**config.mk**
```make
export PLATFORM = sky130hd
export DESIGN_NAME = if_stage
export DESIGN_NICKNAME = d
export VERILOG_FILES = /design/src/hw/rv_pipe_pkg.sv /design/src/hw/if_stage.sv
export VERILOG_INCLUDE_DIRS = /design/src /design/src/include
export SDC_FILE = /design/constraint.sdc
export NUM_CORES = 1
export LEC_CHECK = 0
export ABC_CLOCK_PERIOD_IN_PS = 7600
export BUFFER_PORTS_ARGS = -buffer_cell sky130_fd_sc_hd__buf_2
export CAP_MARGIN = 20
export CORE_MARGIN = 5
export CORE_UTILIZATION = 45
export CTS_CLUSTER_SIZE = 24
export DETAILED_ROUTE_END_ITERATION = 8
export PLACE_DENSITY_LB_ADDON = 0.2
export SETUP_SLACK_MARGIN = 0.02
export SLEW_MARGIN = 5
export SYNTH_ARGS = -nofsm -noshare
export SYNTH_HDL_FRONTEND = slang
export SYNTH_SLANG_ARGS = --single-unit
```
**constraint.sdc**
```tcl
create_clock -name clk -period 7.6 [get_ports clk]
set_input_delay 0.38 -clock clk [delete_from_list [all_inputs] [get_ports clk]]
set_output_delay 0.38 -clock clk [all_outputs]
set_load 0.05 [all_outputs]
```
**src/include/rv_pipe_config.svh**
```systemverilog
// rv_pipe core parameters

`ifndef RV_PIPE_CONFIG_SVH
`define RV_PIPE_CONFIG_SVH

// data path and address width
`define XLEN 64

// architectural register file
`define REG_COUNT 32
`define REG_ADDR_W 5

// first fetch address after reset
`define RESET_PC 64'h0000_0000_0000_0000

`endif

```
**src/hw/rv_pipe_pkg.sv**
```systemverilog
// rv_pipe shared types

package rv_pipe_pkg;

    localparam logic [6:0] OPC_OP     = 7'b0110011; // register alu
    localparam logic [6:0] OPC_OP_IMM = 7'b0010011; // immediate alu
    localparam logic [6:0] OPC_LUI    = 7'b0110111;
    localparam logic [6:0] OPC_AUIPC  = 7'b0010111;
    localparam logic [6:0] OPC_BRANCH = 7'b1100011;
    localparam logic [6:0] OPC_JAL    = 7'b1101111;
    localparam logic [6:0] OPC_JALR   = 7'b1100111;
    localparam logic [6:0] OPC_SYSTEM = 7'b1110011; // only ebreak used

    typedef struct packed {
        logic [6:0] funct7;
        logic [4:0] rs2;
        logic [4:0] rs1;
        logic [2:0] funct3;
        logic [4:0] rd;
        logic [6:0] opcode;
    } r_fmt_t;

    typedef struct packed {
        logic [11:0] imm;
        logic [4:0]  rs1;
        logic [2:0]  funct3;
        logic [4:0]  rd;
        logic [6:0]  opcode;
    } i_fmt_t;

    // store and branch share the split immediate layout
    typedef struct packed {
        logic [6:0] imm_hi;
        logic [4:0] rs2;
        logic [4:0] rs1;
        logic [2:0] funct3;
        logic [4:0] imm_lo;
        logic [6:0] opcode;
    } sb_fmt_t;

    typedef struct packed {
        logic [19:0] imm;
        logic [4:0]  rd;
        logic [6:0]  opcode;
    } u_fmt_t;

    typedef struct packed {
        logic       imm20;
        logic [9:0] imm10_1;
        logic       imm11;
        logic [7:0] imm19_12;
        logic [4:0] rd;
        logic [6:0] opcode;
    } j_fmt_t;

    typedef union packed {
        r_fmt_t  r;
        i_fmt_t  i;
        sb_fmt_t sb;
        u_fmt_t  u;
        j_fmt_t  j;
    } inst_u;

    typedef enum logic [3:0] {
        ALU_ADD,
        ALU_SUB,
        ALU_AND,
        ALU_OR,
        ALU_XOR,
        ALU_SLT,
        ALU_SLTU,
        ALU_PASS_B // lui result
    } alu_op_e;

endpackage

```
**src/hw/if_stage.sv**
```systemverilog
// instruction fetch stage

`include "rv_pipe_config.svh"

module if_stage import rv_pipe_pkg::*; (
    input  logic              clk,
    input  logic              rst_i,
    input  logic              stall_i,
    input  logic              redirect_i,
    input  logic [`XLEN-1:0]  redirect_pc_i,
    input  logic              halt_i,
    output logic [`XLEN-1:0]  imem_addr_o,
    input  logic [31:0]       imem_data_i,
    output logic              fd_valid_o,
    output logic [`XLEN-1:0]  fd_pc_o,
    output inst_u             fd_inst_o
);

    logic [`XLEN-1:0] pc_q;
    logic             stop_q; // set once ebreak retires
    logic             fetch_en;

    assign imem_addr_o = pc_q;
    assign fetch_en    = !stop_q && !halt_i;

    always_ff @(posedge clk) begin
        if (rst_i) begin
            pc_q       <= `RESET_PC;
            stop_q     <= 1'b0;
            fd_valid_o <= 1'b0;
        end else begin
            stop_q <= stop_q | halt_i;
            if (redirect_i) begin // redirect beats stall
                pc_q       <= redirect_pc_i;
                fd_valid_o <= 1'b0;
            end else if (!stall_i) begin
                if (fetch_en) begin
                    pc_q <= pc_q + `XLEN'd4;
                end
                fd_valid_o <= fetch_en;
            end
        end
    end

    always_ff @(posedge clk) begin
        if (!redirect_i && !stall_i) begin
            fd_pc_o   <= pc_q;
            fd_inst_o <= imem_data_i;
        end
    end

endmodule

```
==> metrics.md <==
| Metric | Value |
|---|---|
| Outcome | finished, final reports clean |
| Synthesized flop and latch total | 162 |
| Die X | 132 µm |
| CP arrival | 3.28 ns |
| Routed Wire Length | 20.1 mm |
| Post-synthesis cell area | 0.00672 mm² |
| Hold path depth | 1 |
| Fillers | 1,222 |
| Root buf cell | clkbuf_16 |
| Top cells by area, synth | edfxtp_1, dfxtp_1, nor2_1, a211oi_1, xnor2_1 |
| DR vias | 5,829 |
| Crit path kind | reg -> reg |
| Antenna violations before repair | 0 |
| Pwr Density | 246 mW/mm² |
| Distinct cell type count after synthesis | 45 |
| Max Slew Vio Count | 0 |
| Clock skew | 0.00753 ns |
| Initial Utilization | 46.0% |
| Fmax achieved | 0.336 GHz |
| First-pass GRT wire length | 31.2 mm |
| Slew HR | 22.1% |
| First DRT Iteration DRCs | 412 |
| Slowest cell delay on critical path | 0.97 ns |
| Worst Tran Pin Value | 1.16 ns |
| Critical-path top delay cell | nor4_1 |
| Crit path max fanout | 8 |
| HPWL after DPL | 14.5 mm |
| Vias in the first global route | 5,623 |
| Design Power | 2.15 mW |
| Worst hold slack | 0.124 ns |
| Antenna diodes | 0 |
| Most frequent cells after synthesis | edfxtp_1, dfxtp_1, nor2_1 |
| Worst slack, placed | 4.47 ns |
| Share of cells above drive strength 1 | 36.1% |
| Cell total after placement | 1,003 |
| Finished layout cell area | 0.00875 mm² |
| Synth warn | 0 |
| Resized cells post-CTS | 0 |
| Syn Nets | 686 |
| CTS tree | yes |
| GRT Total Usage | 22.3% |
| Post-route ant nets | 0 |
| Clk slew on worst S/H paths | 0.07 ns |
| Final #Nets | 942 |
| Die area | 0.0175 mm² |
| Ordered list of cells on the worst path | nand4_2, or3_1, nor4_1, a2111oi_0, or3_1 |
| Drt wl/cell | 19.4 µm |
| Cell repeated most along the worst path | or3_1 |
| Hold Startpoint | imem_data_i[6] |
| Post-synth top area share | 42.9% |
| Fin. Hold Viols | 0 |
| Top-count cell post-synth | edfxtp_1 |
| Setup TNS | 0 ns |
| Placed cell areas | 0.00819 mm² |
| Setup Fix Bufs, Post-CTS | 0 |
| Final Util | 60.0% |
| Final GP Congestion | 0.859 |
| DRT Pass-1 Iters | 5 |
| Maximum vdd ir drop | 0.142 mV |
| Worst r2r dst | imem_addr_o[55] |
| R2R Setup Slk | 4.62 ns |
| Area delta synth->final | 30.3% |
| Ys flop type | edfxtp_1 |
| Footprint of the multi-input gates | 0.00233 mm² |
| Critical Path Start Type | register |
| RSZ-0062 raised after global routing | false |
| IO Port Bufs | 261 |
| Dominant cell type by area after synthesis | edfxtp_1 |
| Clk Latency, worst-skew pair | 0.43 ns |
| Htree depth | 4 |
| Leakage | 3.49 nW |
| Final setup margin | 4.62 ns |
| Synthesized instance count | 584 |
| Inserted Clock Buffers | 17 |
| Final Critical Period | 2.98 ns |
| DR vias/cell | 5.62 |
| Register area share after synthesis | 62.6% |
| Avg Synthesized Cell Area | 11.5 µm² |
| Post-synth EDFFs | 96 |
| Core Region | 0.0146 mm² |
| Final Non-Filler Cells | 1,037 |
| Pin count of the biggest net entering global routing | 77 |
| # IOs | 262 |
| Setup-failing EPs final | 0 |
| Hold worst-path end | fd_inst_o[6] |
| FF-to-FF path depth | 5 |
| Clock buffer depth | 2 |
| Fin crit share | 39.2% |
| Row cnt | 44 |
| WP data required | 7.91 ns |
| Grt total ovfl | 0 |
| Worst setup EP type | register |
| Max Cap Violations | 0 |
| Die height | 132 µm |
| Worst hold path class | in -> reg |
| TritonCTS Sinks | 162 |
| Reg2reg start | imem_addr_o[10] |
| Sequential Area | 0.00420 mm² |
| Hold bufs inserted after CTS | 0 |
| DRC viols | 0 |
| Async S/R FF share, synth | 0% |
-- cell type report --
cell class / count / share of cell area (%)
flip-flops and latches: 162 / 48.0
well taps: 184 / 2.63
inverters: 19 / 0.815
clock buffers: 19 / 5.18
multi-input cells: 371 / 26.6
clock inverters: 13 / 0.986
repair buffers: 269 / 15.8
-- flip-flops by register name, indices dropped and copies added (netlist names) --
register and cells:
fd_inst_o 32, imem_addr_o 64, fd_pc_o 64, stop_q 1
fd_valid_o 1
-- cells by family (layout without fill, tap and decap cells) --
kind of cell               count (synthesis)  after routing  share of synthesized area [%]
muxes                                      3              3                          0.447
and+or+nand+nor                          242            242                           19.5
DFF                                      162            162                           62.6
AOI/OAI and AO/OA                         97             97                           10.6
buffers and inverters                     51            320                           2.93
xor gates and xnor gates                  28             28                           3.65
adders and majority gates                  1              1                          0.186
-- how the worst max path moves through the flow --
stage	cells after the start	from	end	slack [ns]
after detailed placement	7	stall_i	imem_addr_o[60]	4.47
after global placement	4	redirect_i	fd_pc_o[18]	4.71
final	5	imem_addr_o[10]	imem_addr_o[55]	4.62
after global routing	5	imem_addr_o[44]	imem_addr_o[63]	4.52
after floorplan	4	redirect_i	fd_inst_o[0]	2.06
after CTS	5	imem_addr_o[10]	imem_addr_o[60]	4.51
-- metal layers --
metal  global-route usage [%]  vias to the layer above  routed length (µm)
met4                     9.60                        0                 548
li1                         -                     2764                   -
met3                     6.76                       34                1620
met1                     27.5                     2778                8200
met5                        0                        -                   0
met2                     36.4                      253                9730
-- cells in the final DEF (no fill, tap or decap), drive strengths merged, types with 12 or more instances in the layout --
master and instances:
xnor2 18, a311oi 12, clkbuf 20, nor2 63
nor3 16, edfxtp 96, nand3 20, buf 268
nand4 24, nor4 16, a211oi 31, nand2 37
a2111oi 13, inv 21, and4 16, dfxtp 66
-- worst max-delay path, delay by kind of cell, from the launching register on --
kind | cells | cell delay, ns
AOI/OAI and AO/OA | 1 | 0.28
DFF | 1 | 0.48
and+or+nand+nor | 4 | 2.09
-- power by group --
group | switching (mW) | total (mW) | internal [mW] | leakage [nW]
Sequential | 0.0458 | 1.03 | 0.986 | 1.47
Combinational | 0.254 | 0.335 | 0.0804 | 1.76
Clock | 0.355 | 0.788 | 0.433 | 0.263
No activity file was read; power rests on OpenSTA's default activity.
