`config.mk`:
```
export PLATFORM = sky130hd
export DESIGN_NAME = id_stage
export DESIGN_NICKNAME = d
export VERILOG_FILES = /design/src/hw/rv_pipe_pkg.sv /design/src/hw/id_stage.sv
export VERILOG_INCLUDE_DIRS = /design/src /design/src/include
export SDC_FILE = /design/constraint.sdc
export NUM_CORES = 1
export LEC_CHECK = 0
export BUFFER_PORTS_ARGS = -buffer_cell sky130_fd_sc_hd__buf_2
export CAP_MARGIN = 40
export CORE_AREA = 10 10 193 195
export CTS_BUF_LIST = sky130_fd_sc_hd__clkbuf_16
export DETAILED_ROUTE_END_ITERATION = 8
export DIE_AREA = 0 0 203 205
export PLACE_DENSITY_LB_ADDON = 0.3
export SYNTH_ARGS = -nofsm -noshare
export SYNTH_HDL_FRONTEND = slang
export SYNTH_SLANG_ARGS = --single-unit
```
`constraint.sdc`:
```
create_clock -name clk -period 1.9 [get_ports clk]
set_input_delay 0.095 -clock clk [delete_from_list [all_inputs] [get_ports clk]]
set_output_delay 0.095 -clock clk [all_outputs]
set_load 0.02 [all_outputs]
```
`src/include/rv_pipe_config.svh`:
```
// rv_pipe core parameters

`ifndef RV_PIPE_CONFIG_SVH
`define RV_PIPE_CONFIG_SVH

// data path and address width
`define XLEN 64

// architectural register file
`define REG_COUNT 32
`define REG_ADDR_W 5

// first fetch address after reset
`define RESET_PC 64'h0000_0000_0000_0000

`endif

```
`src/hw/rv_pipe_pkg.sv`:
```
// rv_pipe shared types

package rv_pipe_pkg;

    localparam logic [6:0] OPC_OP     = 7'b0110011; // register alu
    localparam logic [6:0] OPC_OP_IMM = 7'b0010011; // immediate alu
    localparam logic [6:0] OPC_LUI    = 7'b0110111;
    localparam logic [6:0] OPC_AUIPC  = 7'b0010111;
    localparam logic [6:0] OPC_BRANCH = 7'b1100011;
    localparam logic [6:0] OPC_JAL    = 7'b1101111;
    localparam logic [6:0] OPC_JALR   = 7'b1100111;
    localparam logic [6:0] OPC_SYSTEM = 7'b1110011; // only ebreak used

    typedef struct packed {
        logic [6:0] funct7;
        logic [4:0] rs2;
        logic [4:0] rs1;
        logic [2:0] funct3;
        logic [4:0] rd;
        logic [6:0] opcode;
    } r_fmt_t;

    typedef struct packed {
        logic [11:0] imm;
        logic [4:0]  rs1;
        logic [2:0]  funct3;
        logic [4:0]  rd;
        logic [6:0]  opcode;
    } i_fmt_t;

    // store and branch share the split immediate layout
    typedef struct packed {
        logic [6:0] imm_hi;
        logic [4:0] rs2;
        logic [4:0] rs1;
        logic [2:0] funct3;
        logic [4:0] imm_lo;
        logic [6:0] opcode;
    } sb_fmt_t;

    typedef struct packed {
        logic [19:0] imm;
        logic [4:0]  rd;
        logic [6:0]  opcode;
    } u_fmt_t;

    typedef struct packed {
        logic       imm20;
        logic [9:0] imm10_1;
        logic       imm11;
        logic [7:0] imm19_12;
        logic [4:0] rd;
        logic [6:0] opcode;
    } j_fmt_t;

    typedef union packed {
        r_fmt_t  r;
        i_fmt_t  i;
        sb_fmt_t sb;
        u_fmt_t  u;
        j_fmt_t  j;
    } inst_u;

    typedef enum logic [3:0] {
        ALU_ADD,
        ALU_SUB,
        ALU_AND,
        ALU_OR,
        ALU_XOR,
        ALU_SLT,
        ALU_SLTU,
        ALU_PASS_B // lui result
    } alu_op_e;

endpackage

```
`src/hw/id_stage.sv`:
```
// instruction decode stage

`include "rv_pipe_config.svh"

module id_stage import rv_pipe_pkg::*; (
    input  logic                   clk,
    input  logic                   rst_i,
    input  logic                   fd_valid_i,
    input  logic [`XLEN-1:0]       fd_pc_i,
    input  inst_u                  fd_inst_i,
    output logic [`REG_ADDR_W-1:0] rs1_addr_o,
    output logic [`REG_ADDR_W-1:0] rs2_addr_o,
    input  logic [`XLEN-1:0]       rs1_data_i,
    input  logic [`XLEN-1:0]       rs2_data_i,
    input  logic                   flush_i,
    input  logic [`REG_ADDR_W-1:0] ex_rd_i,
    input  logic                   ex_wen_i,
    output logic                   stall_o,
    output logic                   de_valid_o,
    output logic [`XLEN-1:0]       de_pc_o,
    output alu_op_e                de_alu_op_o,
    output logic [`XLEN-1:0]       de_op_a_o,
    output logic [`XLEN-1:0]       de_op_b_o,
    output logic [`XLEN-1:0]       de_rs2_data_o,
    output logic [2:0]             de_br_type_o,
    output logic                   de_jump_o,
    output logic                   de_jalr_o,
    output logic                   de_link_o,
    output logic [`REG_ADDR_W-1:0] de_rd_o,
    output logic                   de_wen_o,
    output logic                   de_ebreak_o
);

    logic [6:0]       opc;
    logic             is_op, is_imm, is_lui, is_auipc;
    logic             is_br, is_jal, is_jalr, is_ebreak;
    logic             use_rs1, use_rs2;
    logic             rs1_hit, rs2_hit;
    logic [`XLEN-1:0] imm;
    alu_op_e          alu_op;

    assign opc       = fd_inst_i.r.opcode;
    assign is_op     = (opc == OPC_OP);
    assign is_imm    = (opc == OPC_OP_IMM);
    assign is_lui    = (opc == OPC_LUI);
    assign is_auipc  = (opc == OPC_AUIPC);
    assign is_br     = (opc == OPC_BRANCH);
    assign is_jal    = (opc == OPC_JAL);
    assign is_jalr   = (opc == OPC_JALR);
    assign is_ebreak = (opc == OPC_SYSTEM) && (fd_inst_i.i.imm == 12'h001);

    assign rs1_addr_o = fd_inst_i.r.rs1;
    assign rs2_addr_o = fd_inst_i.r.rs2;
    assign use_rs1    = is_op || is_imm || is_br || is_jalr;
    assign use_rs2    = is_op || is_br;

    // raw check against both later stages, x0 never conflicts
    assign rs1_hit = use_rs1 && (rs1_addr_o != '0) &&
                     ((de_valid_o && de_wen_o && de_rd_o == rs1_addr_o) ||
                      (ex_wen_i && ex_rd_i == rs1_addr_o));
    assign rs2_hit = use_rs2 && (rs2_addr_o != '0) &&
                     ((de_valid_o && de_wen_o && de_rd_o == rs2_addr_o) ||
                      (ex_wen_i && ex_rd_i == rs2_addr_o));
    assign stall_o = fd_valid_i && (rs1_hit || rs2_hit);

    always_comb begin
        imm = '0;
        case (opc)
            OPC_OP_IMM, OPC_JALR:
                imm = {{(`XLEN-12){fd_inst_i.i.imm[11]}}, fd_inst_i.i.imm};
            OPC_BRANCH:
                imm = {{(`XLEN-12){fd_inst_i.sb.imm_hi[6]}}, fd_inst_i.sb.imm_lo[0],
                       fd_inst_i.sb.imm_hi[5:0], fd_inst_i.sb.imm_lo[4:1], 1'b0};
            OPC_LUI, OPC_AUIPC:
                imm = {{(`XLEN-32){fd_inst_i.u.imm[19]}}, fd_inst_i.u.imm, 12'b0};
            OPC_JAL:
                imm = {{(`XLEN-20){fd_inst_i.j.imm20}}, fd_inst_i.j.imm19_12,
                       fd_inst_i.j.imm11, fd_inst_i.j.imm10_1, 1'b0};
            default: imm = '0;
        endcase
    end

    always_comb begin
        alu_op = ALU_ADD; // auipc, jalr target, branches
        if (is_lui) begin
            alu_op = ALU_PASS_B;
        end else if (is_op || is_imm) begin
            case (fd_inst_i.r.funct3)
                3'b000:  alu_op = (is_op && fd_inst_i.r.funct7[5]) ? ALU_SUB : ALU_ADD;
                3'b010:  alu_op = ALU_SLT;
                3'b011:  alu_op = ALU_SLTU;
                3'b100:  alu_op = ALU_XOR;
                3'b110:  alu_op = ALU_OR;
                3'b111:  alu_op = ALU_AND;
                default: alu_op = ALU_ADD;
            endcase
        end
    end

    always_ff @(posedge clk) begin
        if (rst_i) begin
            de_valid_o <= 1'b0;
        end else begin
            de_valid_o <= fd_valid_i && !stall_o && !flush_i; // bubble on stall
        end
    end

    // payload, only meaningful with de_valid_o
    always_ff @(posedge clk) begin
        de_pc_o       <= fd_pc_i;
        de_alu_op_o   <= alu_op;
        de_op_a_o     <= is_auipc ? fd_pc_i : rs1_data_i;
        de_op_b_o     <= is_op ? rs2_data_i : imm;
        de_rs2_data_o <= rs2_data_i;
        de_br_type_o  <= {is_br, fd_inst_i.sb.funct3[2], fd_inst_i.sb.funct3[0]};
        de_jump_o     <= is_jal || is_jalr;
        de_jalr_o     <= is_jalr;
        de_link_o     <= is_jal || is_jalr;
        de_rd_o       <= fd_inst_i.r.rd;
        de_wen_o      <= is_op || is_imm || is_lui || is_auipc || is_jal || is_jalr;
        de_ebreak_o   <= is_ebreak;
    end

endmodule

```
==> impl_results.md <==
* Share of post-route cells with drive strength above 1 at 49.8%
* Share of power burned in combinational logic at 12.8%
* Flip-flop and latch count after synthesis at 272
* Top layer used by detailed routing: met4
* Worst hold-check path type: in2reg
* Multi-input gate area in the final layout at 0.00216 mm^2
* Unrepaired setup endpoints after global routing: yes
* Site Rows at 67
* Buffers & Inverters on Critical Path at 4
* EDFF count, synth at 0
* Die Area at 0.0416 mm^2
* Synthesized area divided by synthesized cell count at 14.9 um^2
* Final worst path period share at 96.6%
* Most instantiated library cell after synthesis: dfxtp_1
* All-Layer GR Usage at 15.2%
* Crit path arrival time at 2.26 ns
* Synth top cells by count: dfxtp_1, mux2_4, a21o_1
* Gate count of the mapped netlist at 529
* Endpoint with the worst hold slack: de_alu_op_o[1]$_SDFF_PN1_
* # fillers at 3039
* Critical path depth at 7
* Average routed wire per standard cell at 19.2 um
* Most frequently used flop master after synthesis: dfxtp_1
* Portion of total power attributed to the clock network at 40.2%
* Internal portion of total power at 9.77 mW
* Setup-failing EPs final at 0
* Post CTS Setup Buffer Count at 0
* Clock insertion delay at the later pin of the skew report at 0.54 ns
* Capturing point of the worst reg2reg path: de_valid_o$_SDFF_PP0_
* Clock sinks at 272
* # Max-Cap Violations at 0
* Detailed-route vias per instance at 4.00
* First-pass iteration count of the detailed router at 4
* Achievable Freq at 0.545 GHz
* Die outline width at 203 um
* H-tree Lvls at 1
* Final weighted congestion of routability-driven global placement at 0.800
* Setup slack after layout at 0.0639 ns
* Maximum number of pins on one net before global-route repair at 49
* Portion of synthesized cell area occupied by the leading cell type at 68.9%
* Number of warnings printed during yosys synthesis at 0
* Final Hold Violating Endpoints at 0
* CP cell instances: buf_2 -> dlygate4sd3_1 -> nor3_2 -> and2_2 -> buf_4 -> a221o_1 -> dlygate4sd3_1
* Number of I/O port buffers at 517
* Routed met3 length at 3.27 mm
* Total clock buffers created by CTS at 28
* Cells on worst reg2reg path at 6
* Crit path required time at 2.33 ns
* Most used cell along the critical path: dlygate4sd3_1
* Final worst path period need at 1.84 ns
* Number of antenna violations at the first check in global routing at 3
* Initial drt markers at 221
* Endpoint class of the critical path: flip-flop
* IO Pins at 519
* Buffer depth of the longest clock path at 3
* Summed area of non-filler cells in the final layout at 0.0142 mm^2
* Final Max Tran Viols at 0
* Run status: completed
* Wire length of the first global-routing pass at 49.6 mm
* Total standard cell area after synthesis at 0.00791 mm^2
* Total length of routed met2 wires at 17.5 mm
* Final hold slack at 0.0388 ns
* Switching power of the nets at 3.06 mW
* Clock Skew at 0.00349 ns
* Total number of vias at 7066
* TritonCTS clock tree: done
* Cell types with the largest area share after synthesis: dfxtp_1, mux2_4, a21o_1
* Root cell of the clock tree: clkbuf_16
* Flop pwr share at 47.0%
* Initial Util at 23.8%
* Met1 Wirelength at 12.5 mm
* Cell type with the largest total area after synthesis: dfxtp_1
* Final wirelength at 33.8 mm
* Startpoint class of the critical path: input port
* DP Area at 0.0110 mm^2
* Category of cells accounting for the largest share of critical-path delay: buffers and inverters
* Share of the yosys chip area belonging to registers at 68.9%
* Worst hold path stage count at 5
* Vias in the first global route at 7970
* Area inside the core boundary at 0.0333 mm^2
* Setup tns final at 0 ns
* Sequential cell area at 0.00545 mm^2
* Critical-path top delay cell: dlygate4sd3_1
* Switching part of the total at 23.8%
* Clock-pin slew on the worst setup and hold paths at 0.06 ns
* PwrDens at 903 mW/mm^2
* Congestion Overflow GR at 0
* Total Nets Final at 1529
* Number of remaining DRC errors at 0
* Maximum fanout count along the critical path at 15
* Critical path start-end classification: in2reg
* Leak at 7.11 nW
* Source of the worst hold timing path: fd_inst_i[1]
* Syn Nets at 763
* ANT nets after route at 0
* Worst slack after detailed placement at 0.179 ns
* Final HPWL from detailed placement at 25.6 mm
* Async S/R FF share, synth at 0%
* Post-synthesis cell type count at 46
* CP peak stage delay at 0.61 ns
* Die Ht at 205 um
* Register-to-Register Setup Slack at 0.19 ns
* Reg-to-reg startpoint: de_rd_o[3]$_DFF_P_
* Synthesis-to-finish area growth at 79.7%
* Worst supply voltage drop on vdd at 0.563 mV
## worst reg2reg max path, cell delays in order (launching register included)
cell           delay [ns]
dfxtp_2              0.36
xnor2_1              0.12
nand4_1              0.13
o22ai_2              0.13
a32oi_2              0.14
and3_1               0.18
dlygate4sd3_1        0.54
## area by class of cell
| cell class | count | share of cell area [%] |
|---|---|---|
| clock buffer | 29 | 5.11 |
| multi-input combinational | 216 | 15.2 |
| timing repair buffer | 771 | 36.2 |
| antenna | 4 | 0.0704 |
| tap | 448 | 3.95 |
| clock inverter | 19 | 0.925 |
| sequential | 272 | 38.4 |
| inverter | 6 | 0.159 |
## metal layers
metal,track usage (%),vias to the layer above
li1,-,3365
met1,16.0,3311
met2,27.8,343
met3,5.89,47
met4,3.86,0
met5,0,-
## per-stage QoR
| step | cells | power, mW | utilization [%] |
|---|---|---|---|
| floorplan | 529 | 6.74 | - |
| global placement | 1480 | 7.40 | 32.9 |
| detailed placement | 1480 | 7.41 | 32.9 |
| CTS | 1761 | 13.0 | 42.5 |
| global route | 1764 | 13.3 | 42.7 |
| finish | 1765 | 12.8 | 42.7 |
## placed cells by master, fill, tap and decap left out, types with 5 or more instances in the layout
cell type | synthesis | layout
buf_2 | 4 | 515
dfxtp_1 | 272 | 267
dlygate4sd3_1 | 0 | 233
mux2_4 | 60 | 60
a21o_1 | 34 | 34
clkbuf_16 | 0 | 29
a221o_1 | 19 | 19
xnor2_1 | 20 | 19
buf_4 | 12 | 17
inv_1 | 6 | 13
o21ai_0 | 8 | 8
a22o_1 | 7 | 7
nor2_1 | 6 | 6
nand2_1 | 6 | 6
clkinv_1 | 0 | 6
dfxtp_2 | 0 | 5
buf_12 | 7 | 5
## worst max path at each step
stage                                   from                     to
after detailed placement        fd_inst_i[3]   de_op_a_o[1]$_DFF_P_
after CTS                 de_rd_o[0]$_DFF_P_                stall_o
after floorplan                 fd_inst_i[3]  de_op_a_o[10]$_DFF_P_
after global placement          fd_inst_i[3]  de_op_a_o[10]$_DFF_P_
after global routing      de_rd_o[3]$_DFF_P_                stall_o
final                           fd_inst_i[2]  de_op_b_o[22]$_DFF_P_
## repair_timing
item / 4_1_cts / 5_1_grt
cloned: 0 / 0
gates resized for setup: 4 / 10
setup endpoints to repair: 1 / 7
hold buffers: 233 / 0
hold endpoints to repair: 271 / 0
pin swaps: 0 / 3
## state kept, by name (all words and copies together) (netlist names)
register / cells
de_rs2_data_o: 64
de_br_type_o: 3
de_op_b_o: 64
de_pc_o: 64
de_jalr_o: 1
de_op_a_o: 64
de_link_o: 1
de_valid_o: 1
de_wen_o: 1
de_ebreak_o: 1
de_rd_o: 5
de_alu_op_o: 3
## cell families after synthesis
family,after synthesis,synth area share [%]
DFF,272,68.9
AOI/OAI and AO/OA,82,8.55
muxes,65,12.1
and+or+nand+nor,48,3.89
buffers and inverters,41,4.32
xor gates and xnor gates,20,2.22
other,1,0.0474
## power by group through the flow
stage	clock (mW)	combinational, mW	sequential, mW
3_5_place_dp	0	1.26	6.15
4_1_cts	5.29	1.64	6.03
5_1_grt	5.52	1.74	6.05
2_1_floorplan	0	0.250	6.49
6_report	5.15	1.64	6.03
3_3_place_gp	0	1.25	6.15
Power figures use the tool's default switching activity.
